===== config.mk =====
export PLATFORM = sky130hd
export DESIGN_NAME = dhcp_client
export DESIGN_NICKNAME = d
export VERILOG_FILES = /design/src/dhcp_client_pkg.sv /design/src/dhcp_client.sv /design/src/dhcp_frame_builder.sv /design/src/dhcp_exchange_fsm.sv /design/src/dhcp_rx_parser.sv
export SDC_FILE = /design/constraint.sdc
export NUM_CORES = 1
export LEC_CHECK = 0
export BUFFER_PORTS_ARGS = -buffer_cell sky130_fd_sc_hd__buf_2
export CELL_PAD_IN_SITES_DETAIL_PLACEMENT = 1
export CELL_PAD_IN_SITES_GLOBAL_PLACEMENT = 2
export CORE_MARGIN = 3
export CORE_UTILIZATION = 25
export CTS_CLUSTER_SIZE = 30
export DETAILED_ROUTE_END_ITERATION = 12
export PLACE_DENSITY_LB_ADDON = 0.1
export SLEW_MARGIN = 20
export SYNTH_ARGS = -nofsm -noshare
export SYNTH_HDL_FRONTEND = slang
export SYNTH_HIERARCHICAL = 1
export SYNTH_SLANG_ARGS = --single-unit

===== constraint.sdc =====
create_clock -name clk -period 5.1 [get_ports clk]
set_input_delay 0.51 -clock clk [delete_from_list [all_inputs] [get_ports clk]]
set_output_delay 0.51 -clock clk [all_outputs]
set_load 0.1 [all_outputs]

===== src/dhcp_client_pkg.sv =====
package dhcp_client_pkg;

typedef logic [7:0]  byte_t;
typedef logic [31:0] ipv4_t;      // msb goes out first
typedef logic [47:0] mac_addr_t;
typedef logic [31:0] xid_t;
typedef logic [15:0] udp_port_t;
typedef logic [15:0] byte_cnt_t;
typedef logic [7:0]  msg_type_t;

typedef enum logic [2:0] {
  idle_s,
  discover_s,
  offer_s,
  request_s,
  ack_s,
  bound_s,
  failed_s
} exch_state_t;

localparam udp_port_t DHCP_CLI_PORT = 16'd68;
localparam udp_port_t DHCP_SRV_PORT = 16'd67;

localparam byte_t BOOT_REQUEST = 8'd1;
localparam byte_t BOOT_REPLY   = 8'd2;

localparam msg_type_t MSG_DISCOVER = 8'd1;
localparam msg_type_t MSG_OFFER    = 8'd2;
localparam msg_type_t MSG_REQUEST  = 8'd3;
localparam msg_type_t MSG_ACK      = 8'd5;

//////////////////////////////
// option codes
//////////////////////////////
localparam byte_t OPT_PAD         = 8'd0;
localparam byte_t OPT_SUBNET_MASK = 8'd1;
localparam byte_t OPT_ROUTER      = 8'd3;
localparam byte_t OPT_REQ_IP      = 8'd50;
localparam byte_t OPT_MSG_TYPE    = 8'd53;
localparam byte_t OPT_SERVER_ID   = 8'd54;
localparam byte_t OPT_CLIENT_ID   = 8'd61;
localparam byte_t OPT_END         = 8'd255;

localparam xid_t        DHCP_XID    = 32'h5a17_c0de;
localparam logic [31:0] DHCP_COOKIE = 32'h6382_5363;

localparam byte_cnt_t HDR_LEN          = 16'd240; // bootp header + cookie
localparam byte_cnt_t UDP_HDR_LEN      = 16'd8;
localparam byte_cnt_t DISCOVER_OPT_LEN = 16'd19;
localparam byte_cnt_t REQUEST_OPT_LEN  = 16'd25;  // discover plus server id

localparam int TIMEOUT_CYCLES = 2000; // per reply
localparam int RETRIES        = 3;

endpackage

===== src/dhcp_client.sv =====
`timescale 1ns/1ps

module dhcp_client #(
  parameter dhcp_client_pkg::mac_addr_t MAC_ADDR = 48'h02_00_00_00_00_01
) (
  input  logic                       clk,
  input  logic                       fsm_rst,
  input  logic                       start,
  input  dhcp_client_pkg::ipv4_t     preferred_ipv4,
  input  logic                       rx_sof,
  input  logic                       rx_val,
  input  logic                       rx_eof,
  input  dhcp_client_pkg::byte_t     rx_dat,
  input  dhcp_client_pkg::udp_port_t rx_src_port,
  input  dhcp_client_pkg::udp_port_t rx_dst_port,
  input  logic                       tx_req,
  output logic                       tx_rdy,
  output dhcp_client_pkg::byte_cnt_t tx_length,
  output logic                       tx_sof,
  output logic                       tx_val,
  output logic                       tx_eof,
  output dhcp_client_pkg::byte_t     tx_dat,
  output logic                       ready,
  output logic                       dhcp_success,
  output logic                       dhcp_timeout,
  output dhcp_client_pkg::ipv4_t     assigned_ipv4,
  output dhcp_client_pkg::ipv4_t     subnet_mask,
  output logic                       subnet_mask_val,
  output dhcp_client_pkg::ipv4_t     router_ipv4_addr,
  output logic                       router_ipv4_addr_val
);

import dhcp_client_pkg::*;

// parser to controller
logic      reply_val;
msg_type_t reply_type;
ipv4_t     reply_yiaddr;
ipv4_t     reply_server_id;
ipv4_t     reply_subnet;
logic      reply_subnet_pres;
ipv4_t     reply_router;
logic      reply_router_pres;

// controller to builder
logic      send;
msg_type_t send_type;
ipv4_t     send_req_ip;
ipv4_t     send_server_id;

dhcp_rx_parser u_rx_parser (
  .clk               (clk),
  .fsm_rst           (fsm_rst),
  .rx_sof            (rx_sof),
  .rx_val            (rx_val),
  .rx_eof            (rx_eof),
  .rx_dat            (rx_dat),
  .rx_src_port       (rx_src_port),
  .rx_dst_port       (rx_dst_port),
  .reply_val         (reply_val),
  .reply_type        (reply_type),
  .reply_yiaddr      (reply_yiaddr),
  .reply_server_id   (reply_server_id),
  .reply_subnet      (reply_subnet),
  .reply_subnet_pres (reply_subnet_pres),
  .reply_router      (reply_router),
  .reply_router_pres (reply_router_pres)
);

dhcp_exchange_fsm u_exchange_fsm (
  .clk                  (clk),
  .fsm_rst              (fsm_rst),
  .start                (start),
  .preferred_ipv4       (preferred_ipv4),
  .tx_rdy               (tx_rdy),
  .reply_val            (reply_val),
  .reply_type           (reply_type),
  .reply_yiaddr         (reply_yiaddr),
  .reply_server_id      (reply_server_id),
  .reply_subnet         (reply_subnet),
  .reply_subnet_pres    (reply_subnet_pres),
  .reply_router         (reply_router),
  .reply_router_pres    (reply_router_pres),
  .send                 (send),
  .send_type            (send_type),
  .send_req_ip          (send_req_ip),
  .send_server_id       (send_server_id),
  .ready                (ready),
  .dhcp_success         (dhcp_success),
  .dhcp_timeout         (dhcp_timeout),
  .assigned_ipv4        (assigned_ipv4),
  .subnet_mask          (subnet_mask),
  .subnet_mask_val      (subnet_mask_val),
  .router_ipv4_addr     (router_ipv4_addr),
  .router_ipv4_addr_val (router_ipv4_addr_val)
);

dhcp_frame_builder #(
  .MAC_ADDR (MAC_ADDR)
) u_frame_builder (
  .clk            (clk),
  .fsm_rst        (fsm_rst),
  .send           (send),
  .send_type      (send_type),
  .send_req_ip    (send_req_ip),
  .send_server_id (send_server_id),
  .tx_req         (tx_req),
  .tx_rdy         (tx_rdy),
  .tx_length      (tx_length),
  .tx_sof         (tx_sof),
  .tx_val         (tx_val),
  .tx_eof         (tx_eof),
  .tx_dat         (tx_dat)
);

endmodule


===== src/dhcp_frame_builder.sv =====
`timescale 1ns/1ps

module dhcp_frame_builder #(
  parameter dhcp_client_pkg::mac_addr_t MAC_ADDR = 48'h02_00_00_00_00_01
) (
  input  logic                       clk,
  input  logic                       fsm_rst,
  input  logic                       send,
  input  dhcp_client_pkg::msg_type_t send_type,
  input  dhcp_client_pkg::ipv4_t     send_req_ip,
  input  dhcp_client_pkg::ipv4_t     send_server_id,
  input  logic                       tx_req,
  output logic                       tx_rdy,
  output dhcp_client_pkg::byte_cnt_t tx_length,
  output logic                       tx_sof,
  output logic                       tx_val,
  output logic                       tx_eof,
  output dhcp_client_pkg::byte_t     tx_dat
);

import dhcp_client_pkg::*;

msg_type_t msg_type;
ipv4_t     req_ip;
ipv4_t     server_id;
logic      is_req;
byte_cnt_t frame_len;
byte_cnt_t pos;       // bytes already presented
byte_cnt_t opt_pos;
logic      present;
byte_t     next_byte;

assign is_req    = (msg_type == MSG_REQUEST);
assign frame_len = HDR_LEN + (is_req ? REQUEST_OPT_LEN : DISCOVER_OPT_LEN);
assign tx_length = UDP_HDR_LEN + frame_len;
assign opt_pos   = pos - HDR_LEN;
assign present   = tx_rdy && tx_req && (pos != frame_len);

//////////////////////////////
// byte select
//////////////////////////////
always_comb begin
  next_byte = '0; // unused header fields are zero
  if (pos == 16'd0) next_byte = BOOT_REQUEST;
  else if (pos == 16'd1) next_byte = 8'd1; // htype ethernet
  else if (pos == 16'd2) next_byte = 8'd6; // hlen
  else if (pos >= 16'd4 && pos <= 16'd7) next_byte = DHCP_XID[8 * (7 - pos) +: 8];
  else if (pos == 16'd10) next_byte = 8'h80; // broadcast flag
  else if (pos >= 16'd28 && pos <= 16'd33) next_byte = MAC_ADDR[8 * (33 - pos) +: 8];
  else if (pos >= HDR_LEN - 16'd4 && pos < HDR_LEN) begin
    next_byte = DHCP_COOKIE[8 * (HDR_LEN - 16'd1 - pos) +: 8];
  end else if (pos >= HDR_LEN) begin
    case (opt_pos)
      0:              next_byte = OPT_MSG_TYPE;
      1:              next_byte = 8'd1;
      2:              next_byte = msg_type;
      3:              next_byte = OPT_REQ_IP;
      4:              next_byte = 8'd4;
      5, 6, 7, 8:     next_byte = req_ip[8 * (8 - opt_pos) +: 8];
      9:              next_byte = OPT_CLIENT_ID;
      10:             next_byte = 8'd7;
      11:             next_byte = 8'd1; // id type, then the mac
      12, 13, 14, 15,
      16, 17:         next_byte = MAC_ADDR[8 * (17 - opt_pos) +: 8];
      18:             next_byte = is_req ? OPT_SERVER_ID : OPT_END;
      19:             next_byte = 8'd4;
      20, 21, 22, 23: next_byte = server_id[8 * (23 - opt_pos) +: 8];
      24:             next_byte = OPT_END;
      default:        next_byte = '0;
    endcase
  end
end

always_ff @(posedge clk) begin
  if (fsm_rst) begin
    tx_rdy <= 1'b0;
    tx_val <= 1'b0;
    tx_sof <= 1'b0;
    tx_eof <= 1'b0;
    pos    <= '0;
  end else begin
    tx_val <= 1'b0;
    tx_sof <= 1'b0;
    tx_eof <= 1'b0;
    if (send) begin
      tx_rdy <= 1'b1;
      pos    <= '0;
    end else if (tx_val && tx_eof) tx_rdy <= 1'b0;
    if (present) begin
      tx_val <= 1'b1;
      tx_sof <= (pos == 16'd0);
      tx_eof <= (pos == frame_len - 16'd1);
      pos    <= pos + 16'd1;
    end
  end
end

always_ff @(posedge clk) begin
  if (send) begin
    msg_type  <= send_type;
    req_ip    <= send_req_ip;
    server_id <= send_server_id;
  end
  if (present) tx_dat <= next_byte;
end

endmodule


===== src/dhcp_exchange_fsm.sv =====
`timescale 1ns/1ps

module dhcp_exchange_fsm (
  input  logic                       clk,
  input  logic                       fsm_rst,
  input  logic                       start,
  input  dhcp_client_pkg::ipv4_t     preferred_ipv4,
  input  logic                       tx_rdy,
  input  logic                       reply_val,
  input  dhcp_client_pkg::msg_type_t reply_type,
  input  dhcp_client_pkg::ipv4_t     reply_yiaddr,
  input  dhcp_client_pkg::ipv4_t     reply_server_id,
  input  dhcp_client_pkg::ipv4_t     reply_subnet,
  input  logic                       reply_subnet_pres,
  input  dhcp_client_pkg::ipv4_t     reply_router,
  input  logic                       reply_router_pres,
  output logic                       send,
  output dhcp_client_pkg::msg_type_t send_type,
  output dhcp_client_pkg::ipv4_t     send_req_ip,
  output dhcp_client_pkg::ipv4_t     send_server_id,
  output logic                       ready,
  output logic                       dhcp_success,
  output logic                       dhcp_timeout,
  output dhcp_client_pkg::ipv4_t     assigned_ipv4,
  output dhcp_client_pkg::ipv4_t     subnet_mask,
  output logic                       subnet_mask_val,
  output dhcp_client_pkg::ipv4_t     router_ipv4_addr,
  output logic                       router_ipv4_addr_val
);

import dhcp_client_pkg::*;

exch_state_t                       state;
logic [$clog2(TIMEOUT_CYCLES)-1:0] wait_cnt;
logic [$clog2(RETRIES+1)-1:0]      tries;
ipv4_t                             offered_ip;
ipv4_t                             server_id;
logic                              waiting;
logic                              expired;
logic                              give_up;
logic                              offer_ok;
logic                              ack_ok;

assign waiting  = (state == offer_s) || (state == ack_s);
assign expired  = waiting && (wait_cnt == TIMEOUT_CYCLES - 1);
assign give_up  = expired && (tries == RETRIES); // initial discover plus RETRIES resends
assign offer_ok = (state == offer_s) && reply_val && (reply_type == MSG_OFFER);
assign ack_ok   = (state == ack_s) && reply_val && (reply_type == MSG_ACK);

// hold off while the builder still owns a frame
assign send           = ((state == discover_s) || (state == request_s)) && !tx_rdy;
assign send_type      = (state == request_s) ? MSG_REQUEST : MSG_DISCOVER;
assign send_req_ip    = (state == request_s) ? offered_ip : preferred_ipv4;
assign send_server_id = server_id;

always_ff @(posedge clk) begin
  if (fsm_rst) begin
    state                <= idle_s;
    wait_cnt             <= '0;
    tries                <= '0;
    ready                <= 1'b0;
    dhcp_success         <= 1'b0;
    dhcp_timeout         <= 1'b0;
    subnet_mask_val      <= 1'b0;
    router_ipv4_addr_val <= 1'b0;
  end else begin
    wait_cnt <= waiting ? wait_cnt + 1'b1 : '0;
    case (state)
      idle_s:     if (start) state <= discover_s;
      discover_s: if (send) state <= offer_s;
      request_s:  if (send) state <= ack_s;
      offer_s, ack_s: begin
        if (ack_ok) begin
          state        <= bound_s;
          dhcp_success <= 1'b1;
          ready        <= 1'b1;
          if (reply_subnet_pres) subnet_mask_val <= 1'b1;
          if (reply_router_pres) router_ipv4_addr_val <= 1'b1;
        end else if (offer_ok) begin
          state <= request_s;
        end else if (give_up) begin
          state        <= failed_s;
          dhcp_timeout <= 1'b1;
          ready        <= 1'b1;
        end else if (expired) begin
          tries <= tries + 1'b1;
          state <= discover_s; // start over from discover
        end
      end
      default: state <= state; // bound and failed are final
    endcase
  end
end

always_ff @(posedge clk) begin
  if (offer_ok) begin
    offered_ip <= reply_yiaddr;
    server_id  <= reply_server_id;
  end
  if (ack_ok) assigned_ipv4 <= reply_yiaddr;
  else if (give_up) assigned_ipv4 <= preferred_ipv4; // fallback address
  if (ack_ok && reply_subnet_pres) subnet_mask <= reply_subnet;
  if (ack_ok && reply_router_pres) router_ipv4_addr <= reply_router;
end

endmodule


===== src/dhcp_rx_parser.sv =====
`timescale 1ns/1ps

module dhcp_rx_parser (
  input  logic                       clk,
  input  logic                       fsm_rst,
  input  logic                       rx_sof,
  input  logic                       rx_val,
  input  logic                       rx_eof,
  input  dhcp_client_pkg::byte_t     rx_dat,
  input  dhcp_client_pkg::udp_port_t rx_src_port,
  input  dhcp_client_pkg::udp_port_t rx_dst_port,
  output logic                       reply_val,
  output dhcp_client_pkg::msg_type_t reply_type,
  output dhcp_client_pkg::ipv4_t     reply_yiaddr,
  output dhcp_client_pkg::ipv4_t     reply_server_id,
  output dhcp_client_pkg::ipv4_t     reply_subnet,
  output logic                       reply_subnet_pres,
  output dhcp_client_pkg::ipv4_t     reply_router,
  output logic                       reply_router_pres
);

import dhcp_client_pkg::*;

byte_cnt_t   byte_cnt;
byte_cnt_t   idx;        // offset of the byte on rx_dat
logic        frame_good; // ports matched at sof
byte_t       op;
xid_t        xid;
logic [31:0] cookie;

enum logic [1:0] {kind_f, len_f, data_f, done_f} opt_field;
byte_t opt_kind;
byte_t opt_len;
byte_t opt_cnt;
ipv4_t opt_data;
logic  opt_en;
logic  opt_last;
logic  end_seen;

assign idx      = rx_sof ? '0 : byte_cnt;
assign opt_en   = rx_val && frame_good && (idx >= HDR_LEN);
assign opt_last = opt_en && (opt_field == data_f) && (opt_cnt == opt_len - 8'd1);
assign end_seen = opt_en && (opt_field == kind_f) && (rx_dat == OPT_END);

always_ff @(posedge clk) begin
  if (fsm_rst) begin
    byte_cnt          <= '0;
    frame_good        <= 1'b0;
    opt_field         <= kind_f;
    opt_kind          <= '0;
    opt_len           <= '0;
    opt_cnt           <= '0;
    reply_val         <= 1'b0;
    reply_subnet_pres <= 1'b0;
    reply_router_pres <= 1'b0;
  end else begin
    reply_val <= end_seen && (op == BOOT_REPLY) && (xid == DHCP_XID) && (cookie == DHCP_COOKIE);
    if (rx_val) byte_cnt <= idx + 16'd1;
    if (rx_val && rx_sof) begin
      frame_good        <= (rx_src_port == DHCP_SRV_PORT) && (rx_dst_port == DHCP_CLI_PORT);
      reply_subnet_pres <= 1'b0;
      reply_router_pres <= 1'b0;
    end
    //////////////////////////////
    // option walker
    //////////////////////////////
    if (opt_en) begin
      case (opt_field)
        kind_f: begin
          opt_kind <= rx_dat;
          opt_cnt  <= '0;
          if (rx_dat == OPT_END) opt_field <= done_f;
          else if (rx_dat != OPT_PAD) opt_field <= len_f; // pad has no length byte
        end
        len_f: begin
          opt_len   <= rx_dat;
          opt_field <= (rx_dat == 8'd0) ? kind_f : data_f;
        end
        data_f: begin
          opt_cnt <= opt_cnt + 8'd1;
          if (opt_last) opt_field <= kind_f;
        end
        default: opt_field <= done_f; // ignore trailing bytes
      endcase
    end
    if (opt_last && opt_kind == OPT_SUBNET_MASK) reply_subnet_pres <= 1'b1;
    if (opt_last && opt_kind == OPT_ROUTER) reply_router_pres <= 1'b1;
    if (rx_val && rx_eof) begin
      byte_cnt   <= '0;
      frame_good <= 1'b0;
      opt_field  <= kind_f;
    end
  end
end

// header fields and option payloads
always_ff @(posedge clk) begin
  if (rx_val) begin
    if (idx == 16'd0) op <= rx_dat;
    if (idx >= 16'd4 && idx <= 16'd7) xid <= {xid[23:0], rx_dat};
    if (idx >= 16'd16 && idx <= 16'd19) reply_yiaddr <= {reply_yiaddr[23:0], rx_dat};
    if (idx >= HDR_LEN - 16'd4 && idx < HDR_LEN) cookie <= {cookie[23:0], rx_dat};
    if (rx_sof) reply_type <= '0;
  end
  if (opt_en && opt_field == data_f) opt_data <= {opt_data[23:0], rx_dat};
  if (opt_last) begin
    case (opt_kind)
      OPT_MSG_TYPE:    reply_type      <= rx_dat;
      OPT_SUBNET_MASK: reply_subnet    <= {opt_data[23:0], rx_dat};
      OPT_ROUTER:      reply_router    <= {opt_data[23:0], rx_dat}; // last listed router wins
      OPT_SERVER_ID:   reply_server_id <= {opt_data[23:0], rx_dat};
      default: ;
    endcase
  end
end

endmodule


After elaboration in Yosys (flattened, before gate mapping)
Cells that the tools add are included.
Widths: inputs -> output; s select.
Storage, ports and cells
  input bits: 79
  output and inout port bits: 129
  register bits after elaboration: 559
  word-level logic and storage cells: 261
Cells by class
  equal/unequal tests: 58
  magnitude comparators: 14
  shifts and indexed selects: 6
  bitwise gates (word level): 5
  add/subtract/negate cells: 16
  reductions and logical operators: 78
  multiplexer cells: 43
Operator list (number)
  $eq 16x4->1 const B: 9
  $eq 16x5->1 const B: 9
  $mux 32: 3
  $pmux 8 s12: 1
  $shiftx 48x33->8 const A: 2
  $mux 8: 10
  $shiftx 32x33->8: 2
  $shiftx 32x33->8 const A: 2
  $eq 16x3->1 const B: 4
  $eq 32x31->1 const B: 2
  $ge 16x8->1 const B: 4
  $eq 16x2->1 const B: 3
  $logic_not 16->1: 3
  $mux 16: 3
  $sub 5x16->17 const A: 2
  $add 16x1->16 const B: 2
  $eq 16x1->1 const B: 2
  $eq 16x7->1 const B: 2
  $eq 8x2->1 const B: 4
  $ge 16x3->1 const B: 2
  $ge 16x5->1 const B: 2
  $le 16x3->1 const B: 2
  $logic_and 1x1->1: 32
  $lt 16x8->1 const B: 2
  55 further kinds: 111

Longest topological paths before layout
Gate-level depths: netlist of run 1.
  depth in word-level cells: 10
  gate-level depth with buffers: 12
  mapped depth without buffers: 9

Hierarchy
Netlist of run 1, hierarchy kept.
Modules (own cells, without submodules)
  dhcp_rx_parser: times used 1, cells each 606, area an instance 9844.4 µm², seq. area each 7807.5 µm²
  dhcp_exchange_fsm: times used 1, cells each 362, area an instance 6711.4 µm², seq. area each 5225.0 µm²
  dhcp_frame_builder: times used 1, cells each 470, area an instance 5267.6 µm², seq. area each 2802.7 µm²

Worst setup path before layout of run 1
No wires, ideal clock.
  path type: register to register
  start: register u_frame_builder.tx_rdy
  end: register u_frame_builder.pos[10]
  setup time: 0.123 ns
  path slack: 0.206 ns
  period minus slack after synthesis: 4.894 ns
  required time: 4.977 ns
  cell stages (with the launch flop): 6
  buffers on the path: 1
  arrival time: 4.772 ns
  cells stage by stage: dfxtp_1 -> nor2_1 -> a211oi_2 -> buf_2 -> o21ai_0 -> o21ai_1
On the way
  cells in the longest elaborated chain, start to end: 3
  elaborated cells between the ends (all ways): 6
  classes of those cells: 1 x mux; 5 x reduce/logical
RTL lines
  start: declaration: line dhcp_frame_builder.sv:13  | output logic tx_rdy,
  start signal: assignment: line dhcp_frame_builder.sv:76  | tx_rdy <= 1'b0;
  start signal: assignment: line dhcp_frame_builder.sv:86  | tx_rdy <= 1'b1;
  start signal: assignment: line dhcp_frame_builder.sv:88  | end else if (tx_val && tx_eof) tx_rdy <= 1'b0;
  $logic_not 1->1: line dhcp_exchange_fsm.sv:51  | assign send = ((state == discover_s) || (state == request_s)) && !tx_rdy;
  $logic_and 1x1->1: line dhcp_exchange_fsm.sv:51
  via send: line dhcp_client.sv:46  | logic send;
  $reduce_bool 2->1 (no line)
  end signal: assignment: line dhcp_frame_builder.sv:93  | pos <= pos + 16'd1;
  end: declaration: line dhcp_frame_builder.sv:28  | byte_cnt_t pos;
The timed path passes the listed nets, and every way through them passes these cells.
A chain may end at the register's enable or synchronous reset.

Worst setup path in the final report of run 1
  start: register u_frame_builder.pos[0]
  end: register u_frame_builder.tx_dat[4] (data pin)
On the way
  cells in the longest elaborated chain, start to end: 9
  elaborated cells between the ends (all ways): 64
  classes of those cells: 7 x add/sub; 7 x order compare; 27 x eq/ne; 6 x shift; 6 x mux; 11 x reduce/logical
RTL lines
  $sub 16x8->16: line dhcp_frame_builder.sv:36  | assign opt_pos = pos - HDR_LEN;
  $sub 5x16->17 (tied with other cells): line dhcp_frame_builder.sv:64  | 16, 17: next_byte = MAC_ADDR[8 * (17 - opt_pos) +: 8];
  $shiftx 48x33->8 (tied with other cells): line dhcp_frame_builder.sv:64
  $pmux 8 s12: line dhcp_frame_builder.sv:53  | case (opt_pos)
  $mux 8: line dhcp_frame_builder.sv:52  | end else if (pos >= HDR_LEN) begin
  $mux 8: line dhcp_frame_builder.sv:50  | else if (pos >= HDR_LEN - 16'd4 && pos < HDR_LEN) begin
  $mux 8: line dhcp_frame_builder.sv:49  | else if (pos >= 16'd28 && pos <= 16'd33) next_byte = MAC_ADDR[8 * (33 - pos) +: 8];
  $mux 8: line dhcp_frame_builder.sv:48  | else if (pos == 16'd10) next_byte = 8'h80;
  $mux 8: line dhcp_frame_builder.sv:47  | else if (pos >= 16'd4 && pos <= 16'd7) next_byte = DHCP_XID[8 * (7 - pos) +: 8];
  end signal: assignment: line dhcp_frame_builder.sv:104  | if (present) tx_dat <= next_byte;
  end: declaration: line dhcp_frame_builder.sv:18  | output dhcp_client_pkg::byte_t tx_dat
Parallel ways exist; a longest one is shown, timed or not.

==> impl_metrics.yaml, run 1 <==
outcome:
  outcome: "complete, no violations"
global_route:
  grt_first_pass_wirelength_mm: 89.44
  gr-total-overflow: 0
  grt_pass1_vias: 13590
  grt_max_degree: 50
  grt_antenna_before_repair: 3
  gr-usage-all-layers: 0.1313
clock_tree:
  htreeDepth: 3
  hold_buffers: 0
  clock_path_buffers: 3
  post_cts_buffers: 0
  cts_tree: "yes"
  numCtsBuffers: 66
  clkLatencyLatePin_ns: 0.61
  clock-sinks: 559
  cts_root_buffer: "clkbuf_16"
  clkSlewWorstSetupHoldPaths_ns: 0.06
  cts_resized: 0
final_layout:
  finalNetCount: 1749
  final_common_cell: "edfxtp_1"
  multi_input_area_sq_um: 5472
  nFillCells: 8992
  drive_gt1_frac: 0.2476
  fin_cells: 2846
  area_delta_synth_final_pct: 20.02
  regArea_sq_um: 15840
  layout_common_cells: "edfxtp_1, buf_2, nor2_1"
routing:
  antenna_left: 0
  viasPerCell: 4.394
  drc: 0
  vias: 12500
  drt_iter0_drc: 560
  routed_wl_mm: 59.91
  wl_per_cell_microns: 21.05
  drtPass1Iterations: 6
sta:
  tightest_slew_ns: 1.053
  post-route-period-util: 0.7184
  setup_ws_ns: 1.436
  relSlewSlack: 0.2967
  rsz0062_at_grt: "no"
  setup_viol: 0
  hold_viol: 0
  clock-skew-final_ns: 0.02763
  holdWs_ns: 0.2392
  max_freq_mhz: 272.9
  final.min_clock_period_ns: 3.664
  slew_violations: 0
  finalSetupTns_ns: 0
synthesis:
  ys.flop_type: "edfxtp_1"
  synth_cells: 1438
  postSynthAreaPerCell_sq_um: 15.18
  ys_ff_latch: 559
  synth-edff-count: 464
  yosys_warnings: 6
  async_reset_ff_frac: 0
  ys_seq_area_frac: 0.7256
  syn_area_sq_um: 21820
  synthDistinctLibCells: 91
floorplan:
  num_rows: 107
  io_pins: 208
  dieWidth_microns: 301.5
  core_area_sq_um: 85820
  initial_utilization: 0.2543
  die_area_sq_um: 90880
  die_h_microns: 301.5
placed_design:
  port_buffers: 194
  dp_cells: 2724
  gp_congestion: 0.7397
  pre_cts_ws_ns: 1.251
  hpwl_mm: 40.88
job:
  maxCapViolations: 0
setup_path:
  start_kind: "flip-flop"
  worstReg2RegStart: "u_frame_builder/pos[0]"
  worst-setup-path-type: "flip-flop to flip-flop"
  worstSetupEndpointType: "flip-flop"
  cp_data_arrival_time_ns: 4.01
  cp_max_fo: 30
  cp-startpoint: "u_frame_builder/pos[0]"
  worstPathRequired_ns: 5.45
power_and_ir_drop:
  ir_drop_v: 0.0002203
  leakage_nw: 8.827
  finalPower_mw: 10.83
  powerDensity_nw_per_um2: 413.6
worst_hold_path:
  worstHoldPathType: "primary input to flip-flop"
  hp-start: "preferred_ipv4[5]"
## area by class of cell
cell class,count,share of cell area
clock buffers,81,0.06798
clock inverters,39,0.01648
diodes,2,0.0001911
repair buffers,207,0.04127
multi-input cells,774,0.2089
well taps,1144,0.05465
flip-flops and latches,559,0.6046
inverters,40,0.005876
## power breakdown
| group | switching, mW | internal [mW] |
|---|---|---|
| logic | 0.583 | 0.248 |
| clock network | 1.92 | 2.82 |
| registers | 0.124 | 5.14 |
## synth_stat cells, types with 7 or more instances
library cell,count,share of area
buf_4,28,0.0096
o21ai_0,20,0.0046
nor2b_1,18,0.0052
dfxtp_1,95,0.087
nor2_1,100,0.017
edfxtp_1,464,0.64
xor2_1,20,0.0080
or3_1,10,0.0029
xnor2_1,20,0.0080
nand4b_1,7,0.0028
inv_1,38,0.0065
nor3_1,24,0.0055
a21oi_1,51,0.012
a221oi_1,7,0.0028
and4b_1,8,0.0037
mux2i_1,20,0.0092
and2_1,7,0.0020
and3_1,12,0.0034
buf_2,20,0.0046
ha_1,22,0.013
nand2b_1,12,0.0034
and4_1,7,0.0028
nor4_1,25,0.0072
mux2_2,67,0.035
nand2_1,78,0.013
nand4_1,26,0.0075
clkbuf_1,27,0.0046
nor4b_1,9,0.0036
mux4_2,10,0.010
nand3_1,40,0.0092
## layer usage
layer  routed length [microns]  share of wire  track usage  vias to the layer above
li1                          -              -            -                     5885
met4                      1003          0.017      0.03669                        0
met2                     29080           0.49       0.2209                      229
met3                      2578          0.043      0.02527                       73
met5                         0              0            0                        -
met1                     27240           0.45       0.1723                     6317
## critical path, stage by stage, from the launching register on
cell	delay [ns]
dfxtp_2	0.91
inv_1	0.44
ha_1	0.47
nor3_1	0.25
nor3_1	0.06
o21ai_0	0.50
inv_1	0.19
a211o_1	0.30
o32a_1	0.28
## stage by stage
step	utilization	instance area, sq um
6_report	0.3052	26190
5_1_grt	0.3051	26190
4_1_cts	0.3051	26190
3_5_place_dp	0.2794	23970
3_3_place_gp	0.2794	23970
2_1_floorplan	-	21880
## cell families (layout without fill, tap and decap cells)
| group | after synthesis | count (layout) | share of synthesized area |
|---|---|---|---|
| flops | 559 | 559 | 0.7256 |
| simple gates | 422 | 422 | 0.1073 |
| fa+ha+maj | 22 | 22 | 0.01261 |
| xor+xnor | 40 | 40 | 0.01605 |
| buf+inv | 121 | 367 | 0.02758 |
| compound gates | 173 | 173 | 0.05613 |
| other cells | 4 | 22 | 0.0006878 |
| mux | 97 | 97 | 0.05406 |
## path summary, 6_finish.rpt
| path | to | slack, ns | depth (start not counted) |
|---|---|---|---|
| worst max-delay path | u_frame_builder/tx_dat[4] | 1.44 | 8 |
| worst min-delay path | u_exchange_fsm/assigned_ipv4[5] | 0.24 | 2 |
| worst min register to register | u_exchange_fsm/router_ipv4_addr[2] | 0.42 | 0 |
| worst max register to register | u_frame_builder/tx_dat[4] | 1.44 | 8 |
(Power assumes the default switching activity.)
==> run 2: changes to the inputs <==
- clock period: 5.1 -> 3.55 ns (I/O delays scaled with it)
==> impl_metrics.yaml, run 2 (synthesis results as in run 1) <==
power_and_ir_drop:
  ir_drop_v: 0.0003060
  finalPower_mw: 15.55
  leakage_nw: 8.964
  powerDensity_nw_per_um2: 588.5
sta:
  finalSetupTns_ns: 0
  final.min_clock_period_ns: 2.926
  relSlewSlack: 0.3004
  rsz0062_at_grt: "no"
  slew_violations: 0
  tightest_slew_ns: 1.049
  post-route-period-util: 0.8242
  setup_viol: 0
  max_freq_mhz: 341.8
  clock-skew-final_ns: 0.03046
  hold_viol: 0
setup_path:
  worstSetupEndpointType: "flip-flop"
  worst-setup-path-type: "flip-flop to flip-flop"
  cp_slowest_cell: "a31oi_1"
  worstPathRequired_ns: 3.85
  start_kind: "flip-flop"
  cpPeakStageDelay_ns: 0.54
  cp_max_fo: 10
  cp_cell_sequence: "ha_1 > nor4b_1 > a31oi_1 > nor3_1 > a22o_1 > o41ai_1 > a211oi_1"
  cp_data_arrival_time_ns: 3.23
outcome:
  outcome: "complete, no violations"
routing:
  drtPass1Iterations: 4
  vias: 12660
  drt_iter0_drc: 612
  routed_wl_mm: 60.26
  viasPerCell: 4.409
  wl_per_cell_microns: 20.99
  antenna_left: 0
  drc: 0
worst_hold_path:
  worstHoldPathType: "primary input to flip-flop"
clock_tree:
  clock-sinks: 559
  clock_path_buffers: 3
  hold_buffers: 0
  cts_resized: 0
  cts_tree: "yes"
  cts_root_buffer: "clkbuf_16"
  htreeDepth: 3
  numCtsBuffers: 66
  clkSlewWorstSetupHoldPaths_ns: 0.06
  clkLatencyLatePin_ns: 0.60
  post_cts_buffers: 0
global_route:
  grt_max_degree: 65
  gr-usage-all-layers: 0.1313
  grt_first_pass_wirelength_mm: 89.00
  grt_antenna_before_repair: 3
  gr-total-overflow: 0
  grt_pass1_vias: 13420
final_layout:
  area_delta_synth_final_pct: 21.05
  final_common_cell: "edfxtp_1"
  layout_common_cells: "edfxtp_1, buf_2, nor2_1"
  drive_gt1_frac: 0.2584
  nFillCells: 9021
  regArea_sq_um: 15840
  finalNetCount: 1780
  multi_input_area_sq_um: 5477
placed_design:
  port_buffers: 194
  gp_congestion: 0.7710
  hpwl_mm: 41.36
floorplan:
  dieWidth_microns: 301.5
  die_area_sq_um: 90880
  die_h_microns: 301.5
  initial_utilization: 0.2543
  io_pins: 208
  core_area_sq_um: 85820
  num_rows: 107
job:
  maxCapViolations: 0
## run 2: cell count changes in the layout (fill, tap and decap cells not counted), sizes merged
cell      previous run  this run
diode                2         1
clkinvlp             3         2
buf                207       238
clkbuf              81        82
clkinv              32        26
inv                 38        39
## run 2: through the flow
stage | setup WS, ns | cell area, sq um | hold slack (ns) | cells | util
3_3_place_gp | 0.6287 | 24250 | 0.4021 | 2755 | 0.2826
3_5_place_dp | 0.6050 | 24250 | 0.4056 | 2755 | 0.2826
6_report | 0.6242 | 26420 | 0.07990 | 2871 | 0.3078
2_1_floorplan | 0.5235 | 21900 | 0.4003 | 1454 | -
5_1_grt | 0.4295 | 26420 | 0.06035 | 2870 | 0.3078
4_1_cts | 0.5869 | 26420 | 0.03679 | 2870 | 0.3078
## run 2: routing by layer
layer / global-route usage / vias to the layer above / routed length, microns
li1: - / 5940 / -
met1: 0.1729 / 6440 / 27430
met2: 0.2206 / 206 / 29440
met3: 0.02527 / 69 / 2361
met4: 0.03599 / 2 / 1012
met5: 0 / - / 13
## run 2: where the power goes
part / switching [mW] / internal (mW)
sequential: 0.136 / 7.39
clock: 2.74 / 4.02
combinational: 0.887 / 0.376
## run 2: layout make-up
type / count / area share
sequential: 559 / 0.5995
clock inverter: 33 / 0.01487
tap: 1144 / 0.05418
antenna: 1 / 0.00009472
multi-input combinational: 774 / 0.2073
clock buffer: 82 / 0.06716
inverter: 40 / 0.005778
timing repair buffer: 238 / 0.05115
## run 2: final timing paths
| path | startpoint | end | slack [ns] | cells past startpoint |
|---|---|---|---|---|
| hold reg to reg | u_exchange_fsm/send_server_id[10] | u_frame_builder/server_id[10] | 0.41 | 0 |
| setup / recovery | u_frame_builder/pos[4] | u_frame_builder/tx_dat[1] | 0.62 | 7 |
| hold / removal | preferred_ipv4[25] | u_exchange_fsm/assigned_ipv4[25] | 0.08 | 2 |
| setup reg to reg | u_frame_builder/pos[4] | u_frame_builder/tx_dat[1] | 0.62 | 7 |
## run 2: critical path, delay by kind of cell, from the launching register on
family          cells  cell delay, ns
compound gates      4            1.43
flops               1            0.53
fa+ha+maj           1            0.43
simple gates        2            0.23
==> run 3: changes to the inputs <==
- clock period: 3.55 -> 2.79 ns (I/O delays scaled with it)
==> impl_metrics.yaml, run 3 (synthesis results as in run 1) <==
setup_path:
  worstReg2RegStart: "u_rx_parser/opt_len[0]"
  r2r_end: "u_rx_parser/reply_server_id[13]"
  worstPathRequired_ns: 3.08
  r2r_slack_ns: 0.18
  cp_cell_sequence: "inv_1 > ha_1 > or2b_1 > o211a_1 > o31a_1 > nor3_4 > and2_1 > and4b_2 > buf_12"
  start_kind: "flip-flop"
  worst-path-buf-inv: 2
  cp_slowest_cell: "dfxtp_1"
  cp_data_arrival_time_ns: 2.89
  critPathTopFamily: "simple AND/OR/NAND/NOR gates"
  cpPeakStageDelay_ns: 0.40
  worstSetupEndpointType: "flip-flop"
  cp_max_fo: 32
  worstRegToRegCells: 9
  worst-setup-path-type: "flip-flop to flip-flop"
clock_tree:
  cts_tree: "yes"
  numCtsBuffers: 69
  clock_path_buffers: 3
  clkLatencyLatePin_ns: 0.61
  cts_root_buffer: "clkbuf_16"
  clock-sinks: 559
  htreeDepth: 3
  clkSlewWorstSetupHoldPaths_ns: 0.05
final_layout:
  finalNetCount: 1826
  drive_gt1_frac: 0.2684
  nFillCells: 9045
  antenna_cells: 0
  layout_common_cells: "edfxtp_1, buf_2, nor2_1"
  final_common_cell: "edfxtp_1"
  area_delta_synth_final_pct: 23.37
  fin_cells: 2925
sta:
  finalSetupTns_ns: 0
  relSlewSlack: 0.5191
  final.min_clock_period_ns: 2.606
  hold_viol: 0
  tightest_slew_ns: 0.7197
  holdWs_ns: 0.04391
  slew_violations: 0
  rsz0062_at_grt: "no"
  post-route-period-util: 0.9342
  setup_viol: 0
  max_freq_mhz: 383.7
  clock-skew-final_ns: 0.02079
routing:
  vias: 12870
  wl_per_cell_microns: 20.81
  drc: 0
  antenna_left: 0
  drt_iter0_drc: 634
  routed_wl_mm: 60.87
  drtPass1Iterations: 5
  viasPerCell: 4.401
floorplan:
  core_area_sq_um: 85820
  io_pins: 208
  initial_utilization: 0.2543
  die_h_microns: 301.5
  dieWidth_microns: 301.5
  die_area_sq_um: 90880
  num_rows: 107
placed_design:
  port_buffers: 194
  hpwl_mm: 41.99
  dp_cells: 2783
  gp_congestion: 0.7711
global_route:
  grt_max_degree: 54
  gr-usage-all-layers: 0.1335
  gr-total-overflow: 0
  grt_pass1_vias: 13870
  grt_antenna_before_repair: 4
  grt_first_pass_wirelength_mm: 90.93
job:
  maxCapViolations: 0
worst_hold_path:
  hp-start: "preferred_ipv4[14]"
  hold_depth: 2
  whs_endpoint: "u_frame_builder/req_ip[14]"
  worstHoldPathType: "primary input to flip-flop"
outcome:
  outcome: "complete, no violations"
power_and_ir_drop:
  leakage_nw: 9.210
  powerDensity_nw_per_um2: 733.8
  ir_drop_v: 0.0004076
==> run 3: changes by cell type in the layout (fill, tap and decap cells not counted), moves of 3 or more <==
cell / before / now
clkinv_16: 1 / 4
dlygate4sd3_1: 0 / 15
clkinv_1: 12 / 21
buf_4: 40 / 60
bufinv_16: 6 / 2
buf_12: 4 / 12
==> run 3: where the power goes <==
group / leakage [nW] / switching, mW / internal, mW
logic: 3.19 / 1.14 / 0.529
registers: 4.96 / 0.181 / 9.39
clock network: 1.06 / 3.60 / 4.92
total: 9.21 / 4.92 / 14.8
==> run 3: worst max-delay path by stage <==
stage | from | endpoint | cells after the start
2_1_floorplan | u_frame_builder/pos[0] | u_frame_builder/tx_dat[5] | 12
3_3_place_gp | u_rx_parser/opt_len[0] | u_rx_parser/reply_server_id[31] | 9
3_5_place_dp | u_frame_builder/pos[4] | u_frame_builder/tx_dat[1] | 9
4_1_cts | u_frame_builder/pos[4] | u_frame_builder/tx_dat[1] | 9
5_1_grt | u_rx_parser/opt_len[0] | u_rx_parser/reply_server_id[23] | 9
6_report | u_rx_parser/opt_len[0] | u_rx_parser/reply_server_id[13] | 9
==> run 3: cell type report <==
cell class                 instances  area, sq um  share of cell area
clock buffer                      86         1832             0.06804
multi-input combinational        774         5494              0.2041
clock inverter                    41        361.6             0.01343
tap                             1144         1431             0.05316
sequential                       559        15840              0.5883
inverter                          40        155.1            0.005763
timing repair buffer             281         1812             0.06729
==> run 3: repair_timing <==
| action | in CTS | in global routing |
|---|---|---|
| endpoints found under the hold margin | 20 | 0 |
| setup buffers | 0 | 0 |
| hold buffers | 15 | 0 |
| setup endpoints to repair | 0 | 70 |
| resized for setup | 0 | 5 |
==> run 3: stage by stage <==
step	area [sq um]	total power, mW	utilization	worst slack [ns]
floorplan	21910	10.78	-	0.04535
global placement	24560	11.45	0.2862	0.1813
finish	26920	19.76	0.3137	0.1836
detailed placement	24560	11.46	0.2862	0.04470
global route	26920	20.66	0.3137	0.02169
CTS	26900	20.21	0.3135	0.006003
==> run 3: per-layer routing <==
layer / part of all wire / vias to the layer above / global-route usage
li1: - / 6054 / -
met2: 0.48 / 217 / 0.2220
met3: 0.035 / 81 / 0.02325
met4: 0.019 / 4 / 0.04003
met5: 0.00056 / - / 0
met1: 0.46 / 6517 / 0.1779
